`src/uart_bridge_pkg.sv`:
```
package uart_bridge_pkg;

	// --------------------
	// Widths
	// --------------------
	typedef logic [7:0]  byte_t;
	typedef logic [31:0] word_t;
	typedef logic [3:0]  reg_addr_t;
	typedef logic [3:0]  reg_index_t;
	typedef logic [15:0] param_t;
	typedef logic [1:0]  credit_t;

	// --------------------
	// UART register map
	// --------------------
	localparam reg_addr_t RX_REG   = 4'h0;
	localparam reg_addr_t TX_REG   = 4'h4;
	localparam reg_addr_t STAT_REG = 4'h8;
	localparam reg_addr_t CTRL_REG = 4'hc;

	localparam int STAT_RX_VALID = 0;
	localparam int STAT_TX_FULL  = 3;

	// Reset both FIFOs and enable the interrupt
	localparam word_t CMD_INIT = 32'h0000_0013;

	localparam credit_t CREDIT_MAX = 2'd2;

	// Host side
	localparam word_t      READ_PARAM_KEY = 32'hAAAA_AAAA;
	localparam reg_index_t IDX_SET_PARAM  = 4'd1;
	localparam reg_index_t IDX_READ_PARAM = 4'd2;

	// Command frame bytes toward the amplifier
	localparam byte_t CMD_HEAD  = 8'hEF;
	localparam byte_t CMD_ADDR  = 8'hFF;
	localparam byte_t SET_LEN   = 8'h07;
	localparam byte_t SET_OP    = 8'h40;
	localparam byte_t READ_LEN  = 8'h03;
	localparam byte_t READ_OP   = 8'h00;
	localparam byte_t READ_CHK  = 8'hE0;

	// Parameter frames from the amplifier
	localparam byte_t FRAME_SYNC0      = 8'hED;
	localparam byte_t FRAME_SYNC1      = 8'hFA;
	localparam byte_t FRAME_PARAM_TYPE = 8'h39;

	localparam byte_t RAMAN1_POS   = 8'd8;
	localparam byte_t RAMAN2_POS   = 8'd10;
	localparam byte_t EDFA_POS     = 8'd28;
	localparam byte_t PAYLOAD_LAST = 8'd30;

	localparam reg_index_t UP_RAMAN1 = 4'd1;
	localparam reg_index_t UP_RAMAN2 = 4'd2;
	localparam reg_index_t UP_EDFA   = 4'd3;

	typedef enum logic {
		CMD_SET,
		CMD_READ
	} cmd_kind_t;

	typedef struct packed {
		logic      is_write;
		reg_addr_t addr;
		word_t     data;
	} bus_req_t;

	typedef enum logic [2:0] {
		LINK_INIT,
		LINK_IDLE,
		LINK_RX_STAT,
		LINK_RX_DATA,
		LINK_TX_STAT,
		LINK_TX_WRITE
	} link_state_t;

	typedef enum logic [1:0] {
		PARSE_HUNT,
		PARSE_SYNC,
		PARSE_TYPE,
		PARSE_PAYLOAD
	} parse_state_t;

endpackage
```
`src/uart_bridge_top.sv`:
```
module uart_bridge_top (
	input  logic                         AXI_CLK,
	input  logic                         axi_arstn,
	input  logic                         download_valid,
	input  uart_bridge_pkg::reg_index_t  download_index,
	input  uart_bridge_pkg::word_t       download_data,
	input  logic                         uart_irq,
	output logic                         req_valid,
	output uart_bridge_pkg::bus_req_t    req,
	input  logic                         credit_return,
	input  logic                         rsp_valid,
	input  uart_bridge_pkg::word_t       rsp_data,
	output logic                         upload_valid,
	output uart_bridge_pkg::reg_index_t  upload_index,
	output uart_bridge_pkg::word_t       upload_data
);
	import uart_bridge_pkg::*;

	logic      issue;
	bus_req_t  issue_req;
	logic      can_issue;
	logic      frame_start;
	cmd_kind_t frame_kind;
	word_t     frame_param;
	logic      byte_next;
	byte_t     cur_byte;
	logic      last;
	logic      rx_byte_valid;
	byte_t     rx_byte;

	uart_link_ctrl uart_link_ctrl_i (
		.AXI_CLK        (AXI_CLK),
		.axi_arstn      (axi_arstn),
		.download_valid (download_valid),
		.download_index (download_index),
		.download_data  (download_data),
		.uart_irq       (uart_irq),
		.issue          (issue),
		.issue_req      (issue_req),
		.can_issue      (can_issue),
		.rsp_valid      (rsp_valid),
		.rsp_data       (rsp_data),
		.frame_start    (frame_start),
		.frame_kind     (frame_kind),
		.frame_param    (frame_param),
		.byte_next      (byte_next),
		.cur_byte       (cur_byte),
		.last           (last),
		.rx_byte_valid  (rx_byte_valid),
		.rx_byte        (rx_byte)
	);

	cmd_frame_gen cmd_frame_gen_i (
		.AXI_CLK     (AXI_CLK),
		.axi_arstn   (axi_arstn),
		.frame_start (frame_start),
		.frame_kind  (frame_kind),
		.frame_param (frame_param),
		.byte_next   (byte_next),
		.cur_byte    (cur_byte),
		.last        (last)
	);

	bus_credit_port bus_credit_port_i (
		.AXI_CLK       (AXI_CLK),
		.axi_arstn     (axi_arstn),
		.issue         (issue),
		.issue_req     (issue_req),
		.can_issue     (can_issue),
		.req_valid     (req_valid),
		.req           (req),
		.credit_return (credit_return)
	);

	param_frame_parser param_frame_parser_i (
		.AXI_CLK       (AXI_CLK),
		.axi_arstn     (axi_arstn),
		.rx_byte_valid (rx_byte_valid),
		.rx_byte       (rx_byte),
		.upload_valid  (upload_valid),
		.upload_index  (upload_index),
		.upload_data   (upload_data)
	);

endmodule

```
`src/param_frame_parser.sv`:
```
module param_frame_parser (
	input  logic                         AXI_CLK,
	input  logic                         axi_arstn,
	input  logic                         rx_byte_valid,
	input  uart_bridge_pkg::byte_t       rx_byte,
	output logic                         upload_valid,
	output uart_bridge_pkg::reg_index_t  upload_index,
	output uart_bridge_pkg::word_t       upload_data
);
	import uart_bridge_pkg::*;

	parse_state_t state;
	byte_t        pos;
	byte_t        hi_byte;
	param_t       param_val;
	logic         up_hit;
	reg_index_t   up_index;

	// --------------------
	// Header search
	// --------------------
	always_ff @(posedge AXI_CLK or negedge axi_arstn) begin
		if (!axi_arstn) begin
			state <= PARSE_HUNT;
			pos   <= '0;
		end else if (rx_byte_valid) begin
			case (state)
				PARSE_HUNT: begin
					if (rx_byte == FRAME_SYNC0)
						state <= PARSE_SYNC;
				end
				PARSE_SYNC: begin
					// A repeated first sync byte may still start a frame
					if (rx_byte == FRAME_SYNC1)
						state <= PARSE_TYPE;
					else if (rx_byte != FRAME_SYNC0)
						state <= PARSE_HUNT;
				end
				PARSE_TYPE: begin
					pos   <= '0;
					state <= (rx_byte == FRAME_PARAM_TYPE) ? PARSE_PAYLOAD : PARSE_HUNT;
				end
				PARSE_PAYLOAD: begin
					pos <= pos + 8'd1;
					if (pos == PAYLOAD_LAST)
						state <= PARSE_HUNT;
				end
				default: state <= PARSE_HUNT;
			endcase
		end
	end

	// Previous payload byte is the high half at each low position
	always_ff @(posedge AXI_CLK) begin
		if (rx_byte_valid && state == PARSE_PAYLOAD)
			hi_byte <= rx_byte;
	end

	assign param_val = {hi_byte, rx_byte};

	always_comb begin
		up_hit   = 1'b0;
		up_index = UP_RAMAN1;
		if (rx_byte_valid && state == PARSE_PAYLOAD) begin
			case (pos)
				RAMAN1_POS + 8'd1: begin
					up_hit   = 1'b1;
					up_index = UP_RAMAN1;
				end
				RAMAN2_POS + 8'd1: begin
					up_hit   = 1'b1;
					up_index = UP_RAMAN2;
				end
				EDFA_POS + 8'd1: begin
					up_hit   = 1'b1;
					up_index = UP_EDFA;
				end
				default: ;
			endcase
		end
	end

	// --------------------
	// Upload
	// --------------------
	always_ff @(posedge AXI_CLK or negedge axi_arstn) begin
		if (!axi_arstn)
			upload_valid <= 1'b0;
		else
			upload_valid <= up_hit;
	end

	always_ff @(posedge AXI_CLK) begin
		if (up_hit) begin
			upload_index <= up_index;
			upload_data  <= word_t'(param_val);
		end
	end

	a_upload_in_payload: assert property (@(posedge AXI_CLK) disable iff (!axi_arstn)
		upload_valid |-> state == PARSE_PAYLOAD);

endmodule

```
`src/bus_credit_port.sv`:
```
module bus_credit_port (
	input  logic                       AXI_CLK,
	input  logic                       axi_arstn,
	input  logic                       issue,
	input  uart_bridge_pkg::bus_req_t  issue_req,
	output logic                       can_issue,
	output logic                       req_valid,
	output uart_bridge_pkg::bus_req_t  req,
	input  logic                       credit_return
);
	import uart_bridge_pkg::*;

	credit_t credits;
	logic    take;

	assign can_issue = credits != '0;
	assign take      = issue & can_issue;

	// Take and return in the same cycle cancel out
	always_ff @(posedge AXI_CLK or negedge axi_arstn) begin
		if (!axi_arstn) begin
			credits <= CREDIT_MAX;
		end else begin
			case ({take, credit_return})
				2'b10:   credits <= credits - 2'd1;
				2'b01:   credits <= credits + 2'd1;
				default: credits <= credits;
			endcase
		end
	end

	always_ff @(posedge AXI_CLK or negedge axi_arstn) begin
		if (!axi_arstn)
			req_valid <= 1'b0;
		else
			req_valid <= take;
	end

	always_ff @(posedge AXI_CLK) begin
		if (take)
			req <= issue_req;
	end

	// A return with all credits home means the master miscounted
	a_no_overflow: assert property (@(posedge AXI_CLK) disable iff (!axi_arstn)
		credit_return |-> (credits < CREDIT_MAX || take));

	// A wrapped counter also lands above the maximum
	a_credit_range: assert property (@(posedge AXI_CLK) disable iff (!axi_arstn)
		credits <= CREDIT_MAX);

endmodule

```
`src/cmd_frame_gen.sv`:
```
module cmd_frame_gen (
	input  logic                        AXI_CLK,
	input  logic                        axi_arstn,
	input  logic                        frame_start,
	input  uart_bridge_pkg::cmd_kind_t  frame_kind,
	input  uart_bridge_pkg::word_t      frame_param,
	input  logic                        byte_next,
	output uart_bridge_pkg::byte_t      cur_byte,
	output logic                        last
);
	import uart_bridge_pkg::*;

	logic [3:0] byte_idx;
	cmd_kind_t  kind_q;
	word_t      param_q;
	byte_t      sum;

	always_ff @(posedge AXI_CLK or negedge axi_arstn) begin
		if (!axi_arstn) begin
			byte_idx <= '0;
			kind_q   <= CMD_READ;
		end else if (frame_start) begin
			byte_idx <= '0;
			kind_q   <= frame_kind;
		end else if (byte_next) begin
			byte_idx <= byte_idx + 4'd1;
		end
	end

	// Running checksum over the bytes already sent
	always_ff @(posedge AXI_CLK) begin
		if (frame_start) begin
			param_q <= frame_param;
			sum     <= '0;
		end else if (byte_next) begin
			sum <= sum + cur_byte;
		end
	end

	always_comb begin
		cur_byte = CMD_HEAD;
		if (kind_q == CMD_SET) begin
			case (byte_idx)
				4'd0, 4'd1: cur_byte = CMD_HEAD;
				4'd2:       cur_byte = SET_LEN;
				4'd3:       cur_byte = CMD_ADDR;
				4'd4:       cur_byte = SET_OP;
				4'd5:       cur_byte = param_q[31:24];
				4'd6:       cur_byte = param_q[23:16];
				4'd7:       cur_byte = param_q[15:8];
				4'd8:       cur_byte = param_q[7:0];
				default:    cur_byte = sum;
			endcase
		end else begin
			case (byte_idx)
				4'd0, 4'd1: cur_byte = CMD_HEAD;
				4'd2:       cur_byte = READ_LEN;
				4'd3:       cur_byte = CMD_ADDR;
				4'd4:       cur_byte = READ_OP;
				default:    cur_byte = READ_CHK;
			endcase
		end
	end

	assign last = (kind_q == CMD_SET) ? byte_idx == 4'd9 : byte_idx == 4'd5;

endmodule

```
`src/uart_link_ctrl.sv`:
```
module uart_link_ctrl (
	input  logic                          AXI_CLK,
	input  logic                          axi_arstn,
	input  logic                          download_valid,
	input  uart_bridge_pkg::reg_index_t   download_index,
	input  uart_bridge_pkg::word_t        download_data,
	input  logic                          uart_irq,
	output logic                          issue,
	output uart_bridge_pkg::bus_req_t     issue_req,
	input  logic                          can_issue,
	input  logic                          rsp_valid,
	input  uart_bridge_pkg::word_t        rsp_data,
	output logic                          frame_start,
	output uart_bridge_pkg::cmd_kind_t    frame_kind,
	output uart_bridge_pkg::word_t        frame_param,
	output logic                          byte_next,
	input  uart_bridge_pkg::byte_t        cur_byte,
	input  logic                          last,
	output logic                          rx_byte_valid,
	output uart_bridge_pkg::byte_t        rx_byte
);
	import uart_bridge_pkg::*;

	link_state_t state;
	logic        rd_wait;
	logic        taken;
	logic        rsp_hit;
	logic        cmd_pending;
	logic        frame_active;
	logic        set_hit;
	logic        read_hit;

	assign taken   = issue & can_issue;
	assign rsp_hit = rsp_valid & rd_wait;

	// --------------------
	// Host command decode
	// --------------------
	// New commands are dropped while one is pending or on the wire
	assign set_hit  = download_valid && download_index == IDX_SET_PARAM;
	assign read_hit = download_valid && download_index == IDX_READ_PARAM &&
		download_data == READ_PARAM_KEY;

	always_ff @(posedge AXI_CLK or negedge axi_arstn) begin
		if (!axi_arstn) begin
			cmd_pending <= 1'b0;
			frame_kind  <= CMD_READ;
		end else if (frame_start) begin
			cmd_pending <= 1'b0;
		end else if (!cmd_pending && !frame_active && (set_hit || read_hit)) begin
			cmd_pending <= 1'b1;
			frame_kind  <= set_hit ? CMD_SET : CMD_READ;
		end
	end

	always_ff @(posedge AXI_CLK) begin
		if (!cmd_pending && !frame_active && set_hit)
			frame_param <= download_data;
	end

	// Receive service wins over starting a new frame
	assign frame_start = state == LINK_IDLE && !uart_irq && cmd_pending;
	assign byte_next   = state == LINK_TX_WRITE && taken;

	assign rx_byte_valid = state == LINK_RX_DATA && rsp_hit;
	assign rx_byte       = rsp_data[7:0];

	// --------------------
	// Request offer
	// --------------------
	always_comb begin
		issue              = 1'b0;
		issue_req.is_write = 1'b0;
		issue_req.addr     = STAT_REG;
		issue_req.data     = '0;
		case (state)
			LINK_INIT: begin
				issue              = 1'b1;
				issue_req.is_write = 1'b1;
				issue_req.addr     = CTRL_REG;
				issue_req.data     = CMD_INIT;
			end
			LINK_RX_STAT, LINK_TX_STAT: begin
				issue = !rd_wait;
			end
			LINK_RX_DATA: begin
				issue          = !rd_wait;
				issue_req.addr = RX_REG;
			end
			LINK_TX_WRITE: begin
				issue              = 1'b1;
				issue_req.is_write = 1'b1;
				issue_req.addr     = TX_REG;
				issue_req.data     = word_t'(cur_byte);
			end
			default: ;
		endcase
	end

	// --------------------
	// Link FSM
	// --------------------
	always_ff @(posedge AXI_CLK or negedge axi_arstn) begin
		if (!axi_arstn) begin
			state        <= LINK_INIT;
			rd_wait      <= 1'b0;
			frame_active <= 1'b0;
		end else begin
			// One read in flight at most
			if (taken && !issue_req.is_write)
				rd_wait <= 1'b1;
			else if (rsp_hit)
				rd_wait <= 1'b0;

			if (frame_start)
				frame_active <= 1'b1;
			else if (byte_next && last)
				frame_active <= 1'b0;

			case (state)
				LINK_INIT: begin
					if (taken)
						state <= LINK_IDLE;
				end
				LINK_IDLE: begin
					if (uart_irq)
						state <= LINK_RX_STAT;
					else if (frame_active || frame_start)
						state <= LINK_TX_STAT;
				end
				LINK_RX_STAT: begin
					if (rsp_hit)
						state <= rsp_data[STAT_RX_VALID] ? LINK_RX_DATA : LINK_IDLE;
				end
				LINK_RX_DATA: begin
					// Keep draining until status shows the FIFO empty
					if (rsp_hit)
						state <= LINK_RX_STAT;
				end
				LINK_TX_STAT: begin
					// Full FIFO goes back through idle and rereads status
					if (rsp_hit)
						state <= rsp_data[STAT_TX_FULL] ? LINK_IDLE : LINK_TX_WRITE;
				end
				LINK_TX_WRITE: begin
					if (taken)
						state <= LINK_IDLE;
				end
				default: state <= LINK_IDLE;
			endcase
		end
	end

	a_rsp_expected: assert property (@(posedge AXI_CLK) disable iff (!axi_arstn)
		rsp_valid |-> rd_wait);

	a_one_frame: assert property (@(posedge AXI_CLK) disable iff (!axi_arstn)
		frame_start |-> !frame_active);

endmodule

```
`config.mk`:
```
export PLATFORM = sky130hd
export DESIGN_NAME = uart_bridge_top
export DESIGN_NICKNAME = d
export VERILOG_FILES = /design/src/uart_bridge_pkg.sv /design/src/uart_bridge_top.sv /design/src/param_frame_parser.sv /design/src/bus_credit_port.sv /design/src/cmd_frame_gen.sv /design/src/uart_link_ctrl.sv
export SDC_FILE = /design/constraint.sdc
export NUM_CORES = 1
export LEC_CHECK = 0
export BUFFER_PORTS_ARGS = -buffer_cell sky130_fd_sc_hd__buf_2
export CORE_ASPECT_RATIO = 0.5
export CORE_MARGIN = 2
export CORE_UTILIZATION = 50
export CTS_BUF_LIST = sky130_fd_sc_hd__clkbuf_16
export DETAILED_ROUTE_END_ITERATION = 12
export PLACE_DENSITY = 0.76
export SYNTH_ARGS = -nofsm -noshare
export SYNTH_HDL_FRONTEND = slang
export SYNTH_SLANG_ARGS = --single-unit
```
`constraint.sdc`:
```
create_clock -name AXI_CLK -period 7 [get_ports AXI_CLK]
set_input_delay 2.1 -clock AXI_CLK [delete_from_list [all_inputs] [get_ports AXI_CLK]]
set_output_delay 2.1 -clock AXI_CLK [all_outputs]
set_load 0.005 [all_outputs]
```
==> results of run 1 <==
final cells by class:
cell class	instances	area, um2	area share [%]
sequential	134	3820	54.5
multi-input combinational	314	1920	27.4
timing repair buffer	84	430	6.14
clock buffer	17	425	6.07
tap	165	206	2.95
clock inverter	15	141	2.02
inverter	18	67.6	0.964
placed cells by master (no fill, tap or decap), drive strengths merged, types with 7 or more instances in the layout:
| cell | count |
|---|---|
| edfxtp | 100 |
| nor3 | 9 |
| nor4bb | 7 |
| a21oi | 25 |
| nand2b | 7 |
| nand3 | 13 |
| dfxtp | 8 |
| clkbuf | 17 |
| nor2 | 29 |
| inv | 22 |
| conb | 44 |
| dfrtp | 23 |
| nand2 | 40 |
| ha | 15 |
| o21ai | 22 |
| xor2 | 7 |
| buf | 84 |
cell families after synthesis:
logic type / Yosys count / synth area share (%)
multiplexers: 3 / 0.516
AND/OR/NAND/NOR: 135 / 11.5
other: 1 / 0.0618
flip-flops: 134 / 62.9
AO/OA/AOI/OAI: 106 / 12.0
adder cells (fa/ha/maj): 16 / 3.42
buffers and inverters: 78 / 8.07
XOR/XNOR: 10 / 1.44
worst register-to-register path, delay by kind of cell, from the launching register on:
| kind | cells | cell delay [ns] |
|---|---|---|
| adders and majority gates | 2 | 0.75 |
| and+or+nand+nor | 3 | 0.31 |
| DFF | 1 | 0.43 |
| AOI/OAI and AO/OA | 8 | 2.37 |
| buffers and inverters | 1 | 0.11 |
power by group:
part	switching, mW	internal, mW
clock network	0.323	0.518
logic	0.568	0.396
registers	0.130	1.01
per-layer routing:
layer  vias to the layer above  global-route usage [%]  part of all wire, %
met5                         -                       0                    0
met4                         0                    6.00                  1.2
met3                        11                    6.26                  8.7
met2                       195                    29.3                   46
met1                      1860                    23.6                   45
li1                       1876                       -                    -
path summary, 6_finish.rpt:
kind / startpoint / to / slack, ns / cells after the start
min: param_frame_parser_i.hi_byte[4] / param_frame_parser_i.upload_data[12] / 0.42 / 0
max in group asynchronous: axi_arstn / cmd_frame_gen_i.byte_idx[0] / 4.87 / 1
min reg2reg: param_frame_parser_i.hi_byte[4] / param_frame_parser_i.upload_data[12] / 0.42 / 0
max reg2reg: cmd_frame_gen_i.byte_idx[1] / cmd_frame_gen_i.sum[7] / 2.88 / 14
min in group asynchronous: axi_arstn / param_frame_parser_i.pos[4] / 1.71 / 1
max: cmd_frame_gen_i.byte_idx[1] / cmd_frame_gen_i.sum[7] / 2.88 / 14
sequential cells by signal, indices dropped and copies added (netlist names):
name and flops:
param_frame_parser_i.upload_valid 1, param_frame_parser_i.upload_data 16, bus_credit_port_i.credits 2, cmd_frame_gen_i.kind_q 1
uart_link_ctrl_i.frame_param 32, cmd_frame_gen_i.sum 8, param_frame_parser_i.upload_index 2, uart_link_ctrl_i.frame_kind 1
uart_link_ctrl_i.frame_active 1, param_frame_parser_i.pos 8, param_frame_parser_i.hi_byte 8, bus_credit_port_i.req 10
cmd_frame_gen_i.param_q 32, uart_link_ctrl_i.rd_wait 1, cmd_frame_gen_i.byte_idx 4, bus_credit_port_i.req_valid 1
uart_link_ctrl_i.state 3, uart_link_ctrl_i.cmd_pending 1, param_frame_parser_i.state 2
metrics by stage:
step / cell area, um2 / utilization (%)
6_report: 7010 / 59.4
5_1_grt: 7010 / 59.4
4_1_cts: 7010 / 59.4
3_5_place_dp: 6440 / 54.6
3_3_place_gp: 6440 / 54.6
2_1_floorplan: 6230 / -
==> results.sh, run 1 <==
export IMPL_slew_viol_final=0
export IMPL_hpwl_um=8190
export IMPL_cts_max_level=4
export IMPL_slowest_delay_ns=0.80
export IMPL_p_leak_nw=2.77
export IMPL_synth_top_area_share_pct=49.5
export IMPL_ys_warn_count=0
export IMPL_max_slew_margin_rel_pct=41.3
export IMPL_ys_seq_elements=134
export IMPL_cts_resized=0
export IMPL_worst_slack_ns=2.88
export IMPL_drt_iter0_markers=253
export IMPL_final_cells=747
export IMPL_place_inst=715
export IMPL_ys_seq_area_share_pct=62.9
export IMPL_fin_skew_ns=0.00457
export IMPL_synth_area_leader_cell="edfxtp_1"
export IMPL_peakVddDrop_uv=146
export IMPL_rows=28
export IMPL_min_path_type="reg2reg"
export IMPL_numCtsBuffers=17
export IMPL_fmax_ghz=0.243
export IMPL_die_area_mm2=0.0131
export IMPL_total_power_mw=2.94
export IMPL_cap_viol_max_count=0
export IMPL_finalWirelength_um=11700
export IMPL_clkSlewWorstSetupHoldPaths_ns=0.06
export IMPL_cts_tree="done"
export IMPL_finalHoldWorstSlack_ns=0.417
export IMPL_slowest_stage="a2111oi_0"
export IMPL_clock_latency_ns=0.41
export IMPL_grt_pass1_vias=3570
export IMPL_clkSinkCount=134
export IMPL_dp_slack_ns=2.85
export IMPL_cp_max_fo=11
export IMPL_async_flop_share_pct=19.4
export IMPL_num_antenna_cells=0
export IMPL_io_buffers=80
export IMPL_drcViolationCount=0
export IMPL_clockRootBuffer="clkbuf_16"
export IMPL_vias=3942
export IMPL_synthCells=483
export IMPL_cp_required_ns=7.27
export IMPL_post_route_period_util_pct=58.8
export IMPL_grt_max_degree=45
export IMPL_crit_arrival_ns=4.39
export IMPL_wl_per_cell_um=15.6
export IMPL_place_gp_congestion=0.857
export IMPL_core_mm2=0.0118
export IMPL_grt_ovfl_total=0
export IMPL_critical_path_top_delay_family="compound AO/OA/AOI/OAI gates"
export IMPL_synthFlopType="edfxtp_1"
export IMPL_crit_path_cell_trace="inv_1 -> ha_1 -> nor3_2 -> a22o_1 -> a2111oi_0 -> a21o_1 -> o22ai_1 -> ha_1 -> a211oi_1 -> o211ai_1 -> nand2_1 -> nor3_2 -> o31a_1 -> a2bb2oi_1"
export IMPL_fp_dieH_um=81.9
export IMPL_report_final_setup_viol=0
export IMPL_fin_nets=659
export IMPL_grt_antenna_before_repair=0
export IMPL_synth_area_per_cell_um2=12.6
export IMPL_ant_nets=0
export IMPL_yosysMostFrequentCell="edfxtp_1"
export IMPL_cts_setup_buffers=0
export IMPL_p_per_area_mw_per_mm2=420
export IMPL_grt_pass1_wl_um=18000
export IMPL_tightest_slew_ns=0.858
export IMPL_start_kind="flip-flop"
export IMPL_synthTopCellsByCount="edfxtp_1 (100), buf_4 (46), nand2_1 (40)"
export IMPL_rsz0062_at_grt="no"
export IMPL_synthToLayoutAreaGrowth_pct=15.6
export IMPL_die_x_um=160
export IMPL_syn_area_mm2=0.00607
export IMPL_hold_viol_final=0
export IMPL_postCtsHoldBufs=0
export IMPL_yosysUniqueCellTypes=67
export IMPL_synthTopCellsByArea="edfxtp_1 (50%), dfrtp_1 (9.5%), buf_4 (5.7%)"
export IMPL_worst_path_buf_inv=1
export IMPL_drive_gt1_share_pct=21.8
export IMPL_start_util_pct=51.4
export IMPL_gr_usage_all_layers_pct=18.2
export IMPL_via_per_inst=5.28
export IMPL_setup_tns_ns=0
export IMPL_pin_count=149
export IMPL_cp_end_kind="flip-flop"
export IMPL_drtPass1Iterations=6
export IMPL_nFillCells=952
export IMPL_clock_path_buffers=2
export IMPL_min_period_ns=4.12
export IMPL_critPathKind="reg2reg"
export IMPL_status="finished, final reports clean"
export IMPL_synth_edf_count=100
Note: power is estimated with default switching activity, not from simulation.
==> inputs of run 2 (changes only) <==
==> constraint.sdc (replaced) <==
create_clock -name AXI_CLK -period 3.93 [get_ports AXI_CLK]
set_input_delay 1.179 -clock AXI_CLK [delete_from_list [all_inputs] [get_ports AXI_CLK]]
set_output_delay 1.179 -clock AXI_CLK [all_outputs]
set_load 0.005 [all_outputs]
==> run 2 against run 1 <==
  * Hold slack improved by 0.00075 ns
  * Global-route usage is essentially flat
  * Die area stayed put
  * Critical path type unchanged
  * Critical endpoint is now cmd_frame_gen_i.sum[5]
  * Largest power group unchanged
==> results.sh, run 2 (same netlist as run 1, synthesis figures left out) <==
export IMPL_io_buffers=80
export IMPL_start_kind="flip-flop"
export IMPL_seqCellArea_mm2=0.00382
export IMPL_numCtsBuffers=17
export IMPL_switching_share_pct=34.4
export IMPL_start_util_pct=51.4
export IMPL_worst_path_buf_inv=3
export IMPL_critical_path_top_delay_family="compound AO/OA/AOI/OAI gates"
export IMPL_grt_busiest_layer="met2"
export IMPL_cts_max_level=4
export IMPL_final_cell_area_mm2=0.00712
export IMPL_via_per_inst=5.36
export IMPL_hpwl_um=8200
export IMPL_clock_latency_ns=0.41
export IMPL_rows=28
export IMPL_rsz0062_at_grt="no"
export IMPL_multi_input_area_mm2=0.00192
export IMPL_clockRootBuffer="clkbuf_16"
export IMPL_cap_viol_max_count=0
export IMPL_grt_antenna_before_repair=0
export IMPL_hold_viol_final=0
export IMPL_placed_cell_area_mm2=0.00649
export IMPL_cts_tree="done"
export IMPL_clock_path_buffers=2
export IMPL_p_leak_nw=2.84
export IMPL_finalWirelength_um=11700
export IMPL_reg_top3="cmd_frame_gen_i.param_q x32, uart_link_ctrl_i.frame_param x32, param_frame_parser_i.upload_data x16"
export IMPL_min_period_ns=3.53
export IMPL_fmax_ghz=0.283
export IMPL_peakVddDrop_uv=293
export IMPL_final_cell_mix="edfxtp_1 (100), buf_2 (80), conb_1 (44), nand2_1 (40), nor2_1 (29)"
export IMPL_grt_pass1_wl_um=18300
export IMPL_postCtsHoldBufs=0
export IMPL_slowest_stage="a2111oi_1"
export IMPL_p_sw_mw=1.87
export IMPL_slew_viol_final=0
export IMPL_clkSinkCount=134
export IMPL_tightest_slew_ns=0.685
export IMPL_grt_pass1_vias=3643
export IMPL_met1_usage_pct=25.1
export IMPL_clkPwrFrac_pct=30.1
export IMPL_final_cells=754
export IMPL_p_comb_share_pct=33.1
export IMPL_post_route_period_util_pct=89.8
export IMPL_place_gp_congestion=0.913
export IMPL_cts_setup_buffers=0
export IMPL_total_power_mw=5.44
export IMPL_critPathKind="reg2reg"
export IMPL_status="finished, final reports clean"
export IMPL_setup_tns_ns=0
export IMPL_fp_dieH_um=81.9
export IMPL_pwr_share_seq_pct=36.8
export IMPL_drcViolationCount=0
export IMPL_synthToLayoutAreaGrowth_pct=17.3
export IMPL_final_common_cell="edfxtp_1"
export IMPL_vias=4043
export IMPL_cp_required_ns=4.21
export IMPL_gr_usage_all_layers_pct=18.3
export IMPL_grt_use_met2_pct=28.1
export IMPL_grt_util_met3_pct=4.44
export IMPL_wl_per_cell_um=15.5
export IMPL_pin_count=149
export IMPL_die_area_mm2=0.0131
export IMPL_cp_end_kind="flip-flop"
export IMPL_drt_iter0_markers=269
export IMPL_num_antenna_cells=0
export IMPL_crit_path_cell_trace="inv_1 -> ha_1 -> inv_1 -> a22o_1 -> a2111oi_1 -> a21o_1 -> o22ai_1 -> ha_1 -> a211oi_1 -> buf_4 -> o21bai_1 -> a21oi_1 -> xor2_1 -> o21ai_0"
export IMPL_ant_nets=0
export IMPL_report_final_setup_viol=0
export IMPL_clkSlewWorstSetupHoldPaths_ns=0.06
export IMPL_drtPass1Iterations=5
export IMPL_grt_ovfl_total=0
export IMPL_fin_nets=666
export IMPL_fin_skew_ns=0.00932
export IMPL_core_mm2=0.0118
export IMPL_grt_max_degree=46
export IMPL_place_inst=722
export IMPL_die_x_um=160
export IMPL_max_slew_margin_rel_pct=54.2
export IMPL_nFillCells=926
export IMPL_crit_arrival_ns=3.81
export IMPL_drive_gt1_share_pct=23.3
export IMPL_p_per_area_mw_per_mm2=765
export IMPL_cp_max_fo=10
export IMPL_slowest_delay_ns=0.61
export IMPL_min_path_type="reg2reg"
export IMPL_internal_power_mw=3.57
==> run 2: layout make-up <==
cell class	count	area share, %
Sequential cell	134	53.6
Clock buffer	17	5.98
Inverter	18	0.950
Tap cell	165	2.90
Multi-Input combinational cell	314	27.0
Timing Repair Buffer	91	6.79
Clock inverter	15	2.73
==> run 2: final timing paths <==
path | end | from | cells after the start | slack (ns)
max | cmd_frame_gen_i.sum[5] | cmd_frame_gen_i.byte_idx[0] | 14 | 0.40
min | cmd_frame_gen_i.param_q[16] | uart_link_ctrl_i.frame_param[16] | 0 | 0.42
max reg2reg | cmd_frame_gen_i.sum[5] | cmd_frame_gen_i.byte_idx[0] | 14 | 0.40
min reg2reg | cmd_frame_gen_i.param_q[16] | uart_link_ctrl_i.frame_param[16] | 0 | 0.42
max in group asynchronous | uart_link_ctrl_i.state[2] | axi_arstn | 1 | 2.70
min in group asynchronous | param_frame_parser_i.pos[2] | axi_arstn | 1 | 0.80
==> run 2: power groups by stage <==
stage	Clock, mW	Sequential (mW)	Combinational (mW)
6_report	1.64	2.00	1.80
5_1_grt	1.73	2.03	2.02
4_1_cts	1.67	2.00	1.78
3_5_place_dp	0	2.02	1.76
3_3_place_gp	0	2.02	1.71
2_1_floorplan	0	1.94	1.42
==> run 2: repair_timing <==
action	in CTS	in global routing
resized for setup	0	1
hold endpoints to repair	0	0
endpoints found under the setup margin	0	2
==> run 2: through the flow <==
| stage | hold WS [ns] | setup WS, ns | utilization (%) |
|---|---|---|---|
| after floorplan | 0.400 | 0.471 | - |
| final | 0.418 | 0.402 | 60.3 |
| after detailed placement | 0.405 | 0.322 | 55.0 |
| after global placement | 0.401 | 0.396 | 55.0 |
| after CTS | 0.419 | 0.295 | 60.3 |
| after global routing | 0.422 | 0.0876 | 60.3 |
==> run 2: metal layers <==
layer  vias to the layer above  share of wire [%]
li1                       1894                  -
met1                      1935                 46
met2                       203                 45
met3                        11                8.0
met4                         0               0.64
met5                         -                  0
==> inputs of run 3 (changes only) <==
--- a/config.mk
+++ b/config.mk
@@ -11,7 +11,9 @@
 export CORE_UTILIZATION = 50
 export CTS_BUF_LIST = sky130_fd_sc_hd__clkbuf_16
 export DETAILED_ROUTE_END_ITERATION = 12
+export GPL_TIMING_DRIVEN = 0
 export PLACE_DENSITY = 0.76
+export RECOVER_POWER = 25
 export SYNTH_ARGS = -nofsm -noshare
 export SYNTH_HDL_FRONTEND = slang
 export SYNTH_SLANG_ARGS = --single-unit
==> run 3 against run 2 <==
  * Critical path depth grew 2
  * Register-to-register slack barely moved
  * Power shrank 0.57%
  * Wire length grew 3.4%
  * Non-clock buffer count rose by 50
  * Final cell count up 6.6%
  * Cell area increased by 4.4%
  * Clock-buffer cell count unchanged
  * Hold slack got worse by 0.0055 ns
==> results.sh, run 3 (same netlist as run 1, synthesis figures left out) <==
export IMPL_drcViolationCount=0
export IMPL_fin_nets=716
export IMPL_numCtsBuffers=17
export IMPL_post_route_period_util_pct=89.6
export IMPL_clockRootBuffer="clkbuf_16"
export IMPL_report_final_setup_viol=0
export IMPL_switching_share_pct=34.7
export IMPL_cts_tree="done"
export IMPL_pin_count=149
export IMPL_setup_tns_ns=0
export IMPL_min_path_type="reg2reg"
export IMPL_cts_max_level=4
export IMPL_peakVddDrop_uv=304
export IMPL_internal_power_mw=3.53
export IMPL_vias=4131
export IMPL_start_kind="flip-flop"
export IMPL_drt_iter0_markers=260
export IMPL_die_x_um=160
export IMPL_dp_slack_ns=-0.00777
export IMPL_min_period_ns=3.52
export IMPL_clock_latency_ns=0.41
export IMPL_cap_viol_max_count=0
export IMPL_nFillCells=921
export IMPL_grt_ovfl_total=0
export IMPL_slowest_stage="dfrtp_1"
export IMPL_worst_slack_ns=0.410
export IMPL_grt_pass1_wl_um=19100
export IMPL_hpwl_um=8620
export IMPL_cts_setup_buffers=0
export IMPL_core_mm2=0.0118
export IMPL_status="finished, final reports clean"
export IMPL_num_antenna_cells=0
export IMPL_cp_required_ns=4.20
export IMPL_start_util_pct=51.4
export IMPL_gr_usage_all_layers_pct=19.0
export IMPL_rsz0062_at_grt="no"
export IMPL_via_per_inst=5.14
export IMPL_critPathKind="reg2reg"
export IMPL_reg_top3="cmd_frame_gen_i.param_q x32, uart_link_ctrl_i.frame_param x32, param_frame_parser_i.upload_data x16"
export IMPL_place_gp_congestion=0.866
export IMPL_synthToLayoutAreaGrowth_pct=22.5
export IMPL_die_area_mm2=0.0131
export IMPL_io_buffers=80
export IMPL_drtPass1Iterations=5
export IMPL_slew_viol_final=0
export IMPL_max_slew_margin_rel_pct=39.8
export IMPL_critical_path_top_delay_family="compound AO/OA/AOI/OAI gates"
export IMPL_pwr_share_seq_pct=35.9
export IMPL_clkPwrFrac_pct=28.4
export IMPL_grt_max_degree=35
export IMPL_final_common_cell="edfxtp_1"
export IMPL_finalWirelength_um=12100
export IMPL_p_per_area_mw_per_mm2=728
export IMPL_drive_gt1_share_pct=25.7
export IMPL_final_cell_mix="edfxtp_1 (100), buf_2 (64), buf_4 (46), conb_1 (44), nand2_1 (40)"
export IMPL_postCtsHoldBufs=0
export IMPL_rows=28
export IMPL_cp_max_fo=10
export IMPL_fp_dieH_um=81.9
export IMPL_p_comb_share_pct=35.7
export IMPL_p_sw_mw=1.88
export IMPL_clkSinkCount=134
export IMPL_wl_per_cell_um=15.0
export IMPL_clkSlewWorstSetupHoldPaths_ns=0.06
export IMPL_crit_path_cell_trace="inv_1 -> ha_1 -> buf_6 -> nor3_2 -> a22o_1 -> buf_6 -> a2111oi_2 -> a21o_1 -> o22ai_1 -> ha_1 -> a211oi_2 -> o211ai_1 -> nand2_1 -> nor3_2 -> o31a_1 -> a2bb2oi_1"
export IMPL_ant_nets=0
export IMPL_fmax_ghz=0.284
export IMPL_hold_viol_final=0
export IMPL_crit_arrival_ns=3.79
export IMPL_grt_pass1_vias=3852
export IMPL_worst_path_buf_inv=3
export IMPL_total_power_mw=5.41
export IMPL_fin_skew_ns=0.00670
export IMPL_clock_path_buffers=2
export IMPL_p_leak_nw=3.01
export IMPL_slowest_delay_ns=0.44
export IMPL_grt_antenna_before_repair=0
export IMPL_cp_end_kind="flip-flop"
export IMPL_tightest_slew_ns=0.903
==> run 3: cell count changes in the layout (fill, tap and decap cells not counted), moves of 3 or more <==
cell      change
clkbuf_1     +24
buf_6         +3
buf_2        -16
buf_4        +35
==> run 3: worst paths after layout <==
path | startpoint | end | slack [ns] | cells past startpoint
min reg2reg | uart_link_ctrl_i.frame_param[5] | cmd_frame_gen_i.param_q[5] | 0.41 | 0
min in group asynchronous | axi_arstn | param_frame_parser_i.pos[4] | 0.79 | 1
max reg2reg | cmd_frame_gen_i.byte_idx[0] | cmd_frame_gen_i.sum[7] | 0.41 | 16
max | cmd_frame_gen_i.byte_idx[0] | cmd_frame_gen_i.sum[7] | 0.41 | 16
min | uart_link_ctrl_i.frame_param[5] | cmd_frame_gen_i.param_q[5] | 0.41 | 0
max in group asynchronous | axi_arstn | cmd_frame_gen_i.byte_idx[0] | 2.72 | 1
==> run 3: power by group through the flow <==
stage	Combinational (mW)	Sequential (mW)	Clock, mW
floorplan	1.42	1.94	0
global route	2.15	1.97	1.62
finish	1.93	1.94	1.54
detailed placement	1.88	1.97	0
CTS	1.90	1.94	1.56
global placement	1.82	1.97	0
==> run 3: cell type report <==
class	instances	area, um2	area share [%]
Inverter	18	67.6	0.910
Sequential cell	134	3820	51.4
Clock buffer	17	425	5.73
Buffer	60	423	5.69
Timing Repair Buffer	81	399	5.37
Tap cell	165	206	2.78
Multi-Input combinational cell	314	1940	26.1
Clock inverter	15	153	2.05
==> run 3: routing by layer <==
layer  track usage [%]  share of wire, %  up-vias
li1                  -                 -     2000
met1              25.4                47     1923
met2              30.4                45      195
met3              5.15               7.1       13
met4              6.55              0.93        0
met5                 0                 0        -
==> run 3: timing repair <==
item,4_1_cts,5_1_grt
resized for setup,1,2
setup endpoints to repair,1,2
gates cloned,0,0
==> run 3: worst reg2reg max path: stages (launching register included) <==
cell and delay, ns:
dfrtp_1 0.44, inv_1 0.09, ha_1 0.22, buf_6 0.14, nor3_2 0.34, a22o_1 0.20, buf_6 0.17, a2111oi_2 0.08
a21o_1 0.18, o22ai_1 0.19, ha_1 0.30, a211oi_2 0.29, o211ai_1 0.15, nand2_1 0.12, nor3_2 0.06, o31a_1 0.29
a2bb2oi_1 0.13
==> run 3: per-stage QoR <==
stage | area, um2 | std cells | utilization [%] | hold slack [ns]
after floorplan | 6230 | 526 | - | 0.400
after global placement | 6830 | 771 | 57.9 | 0.400
after detailed placement | 6860 | 772 | 58.1 | 0.405
after CTS | 7440 | 804 | 63.0 | 0.412
after global routing | 7430 | 804 | 62.9 | 0.421
final | 7430 | 804 | 62.9 | 0.412
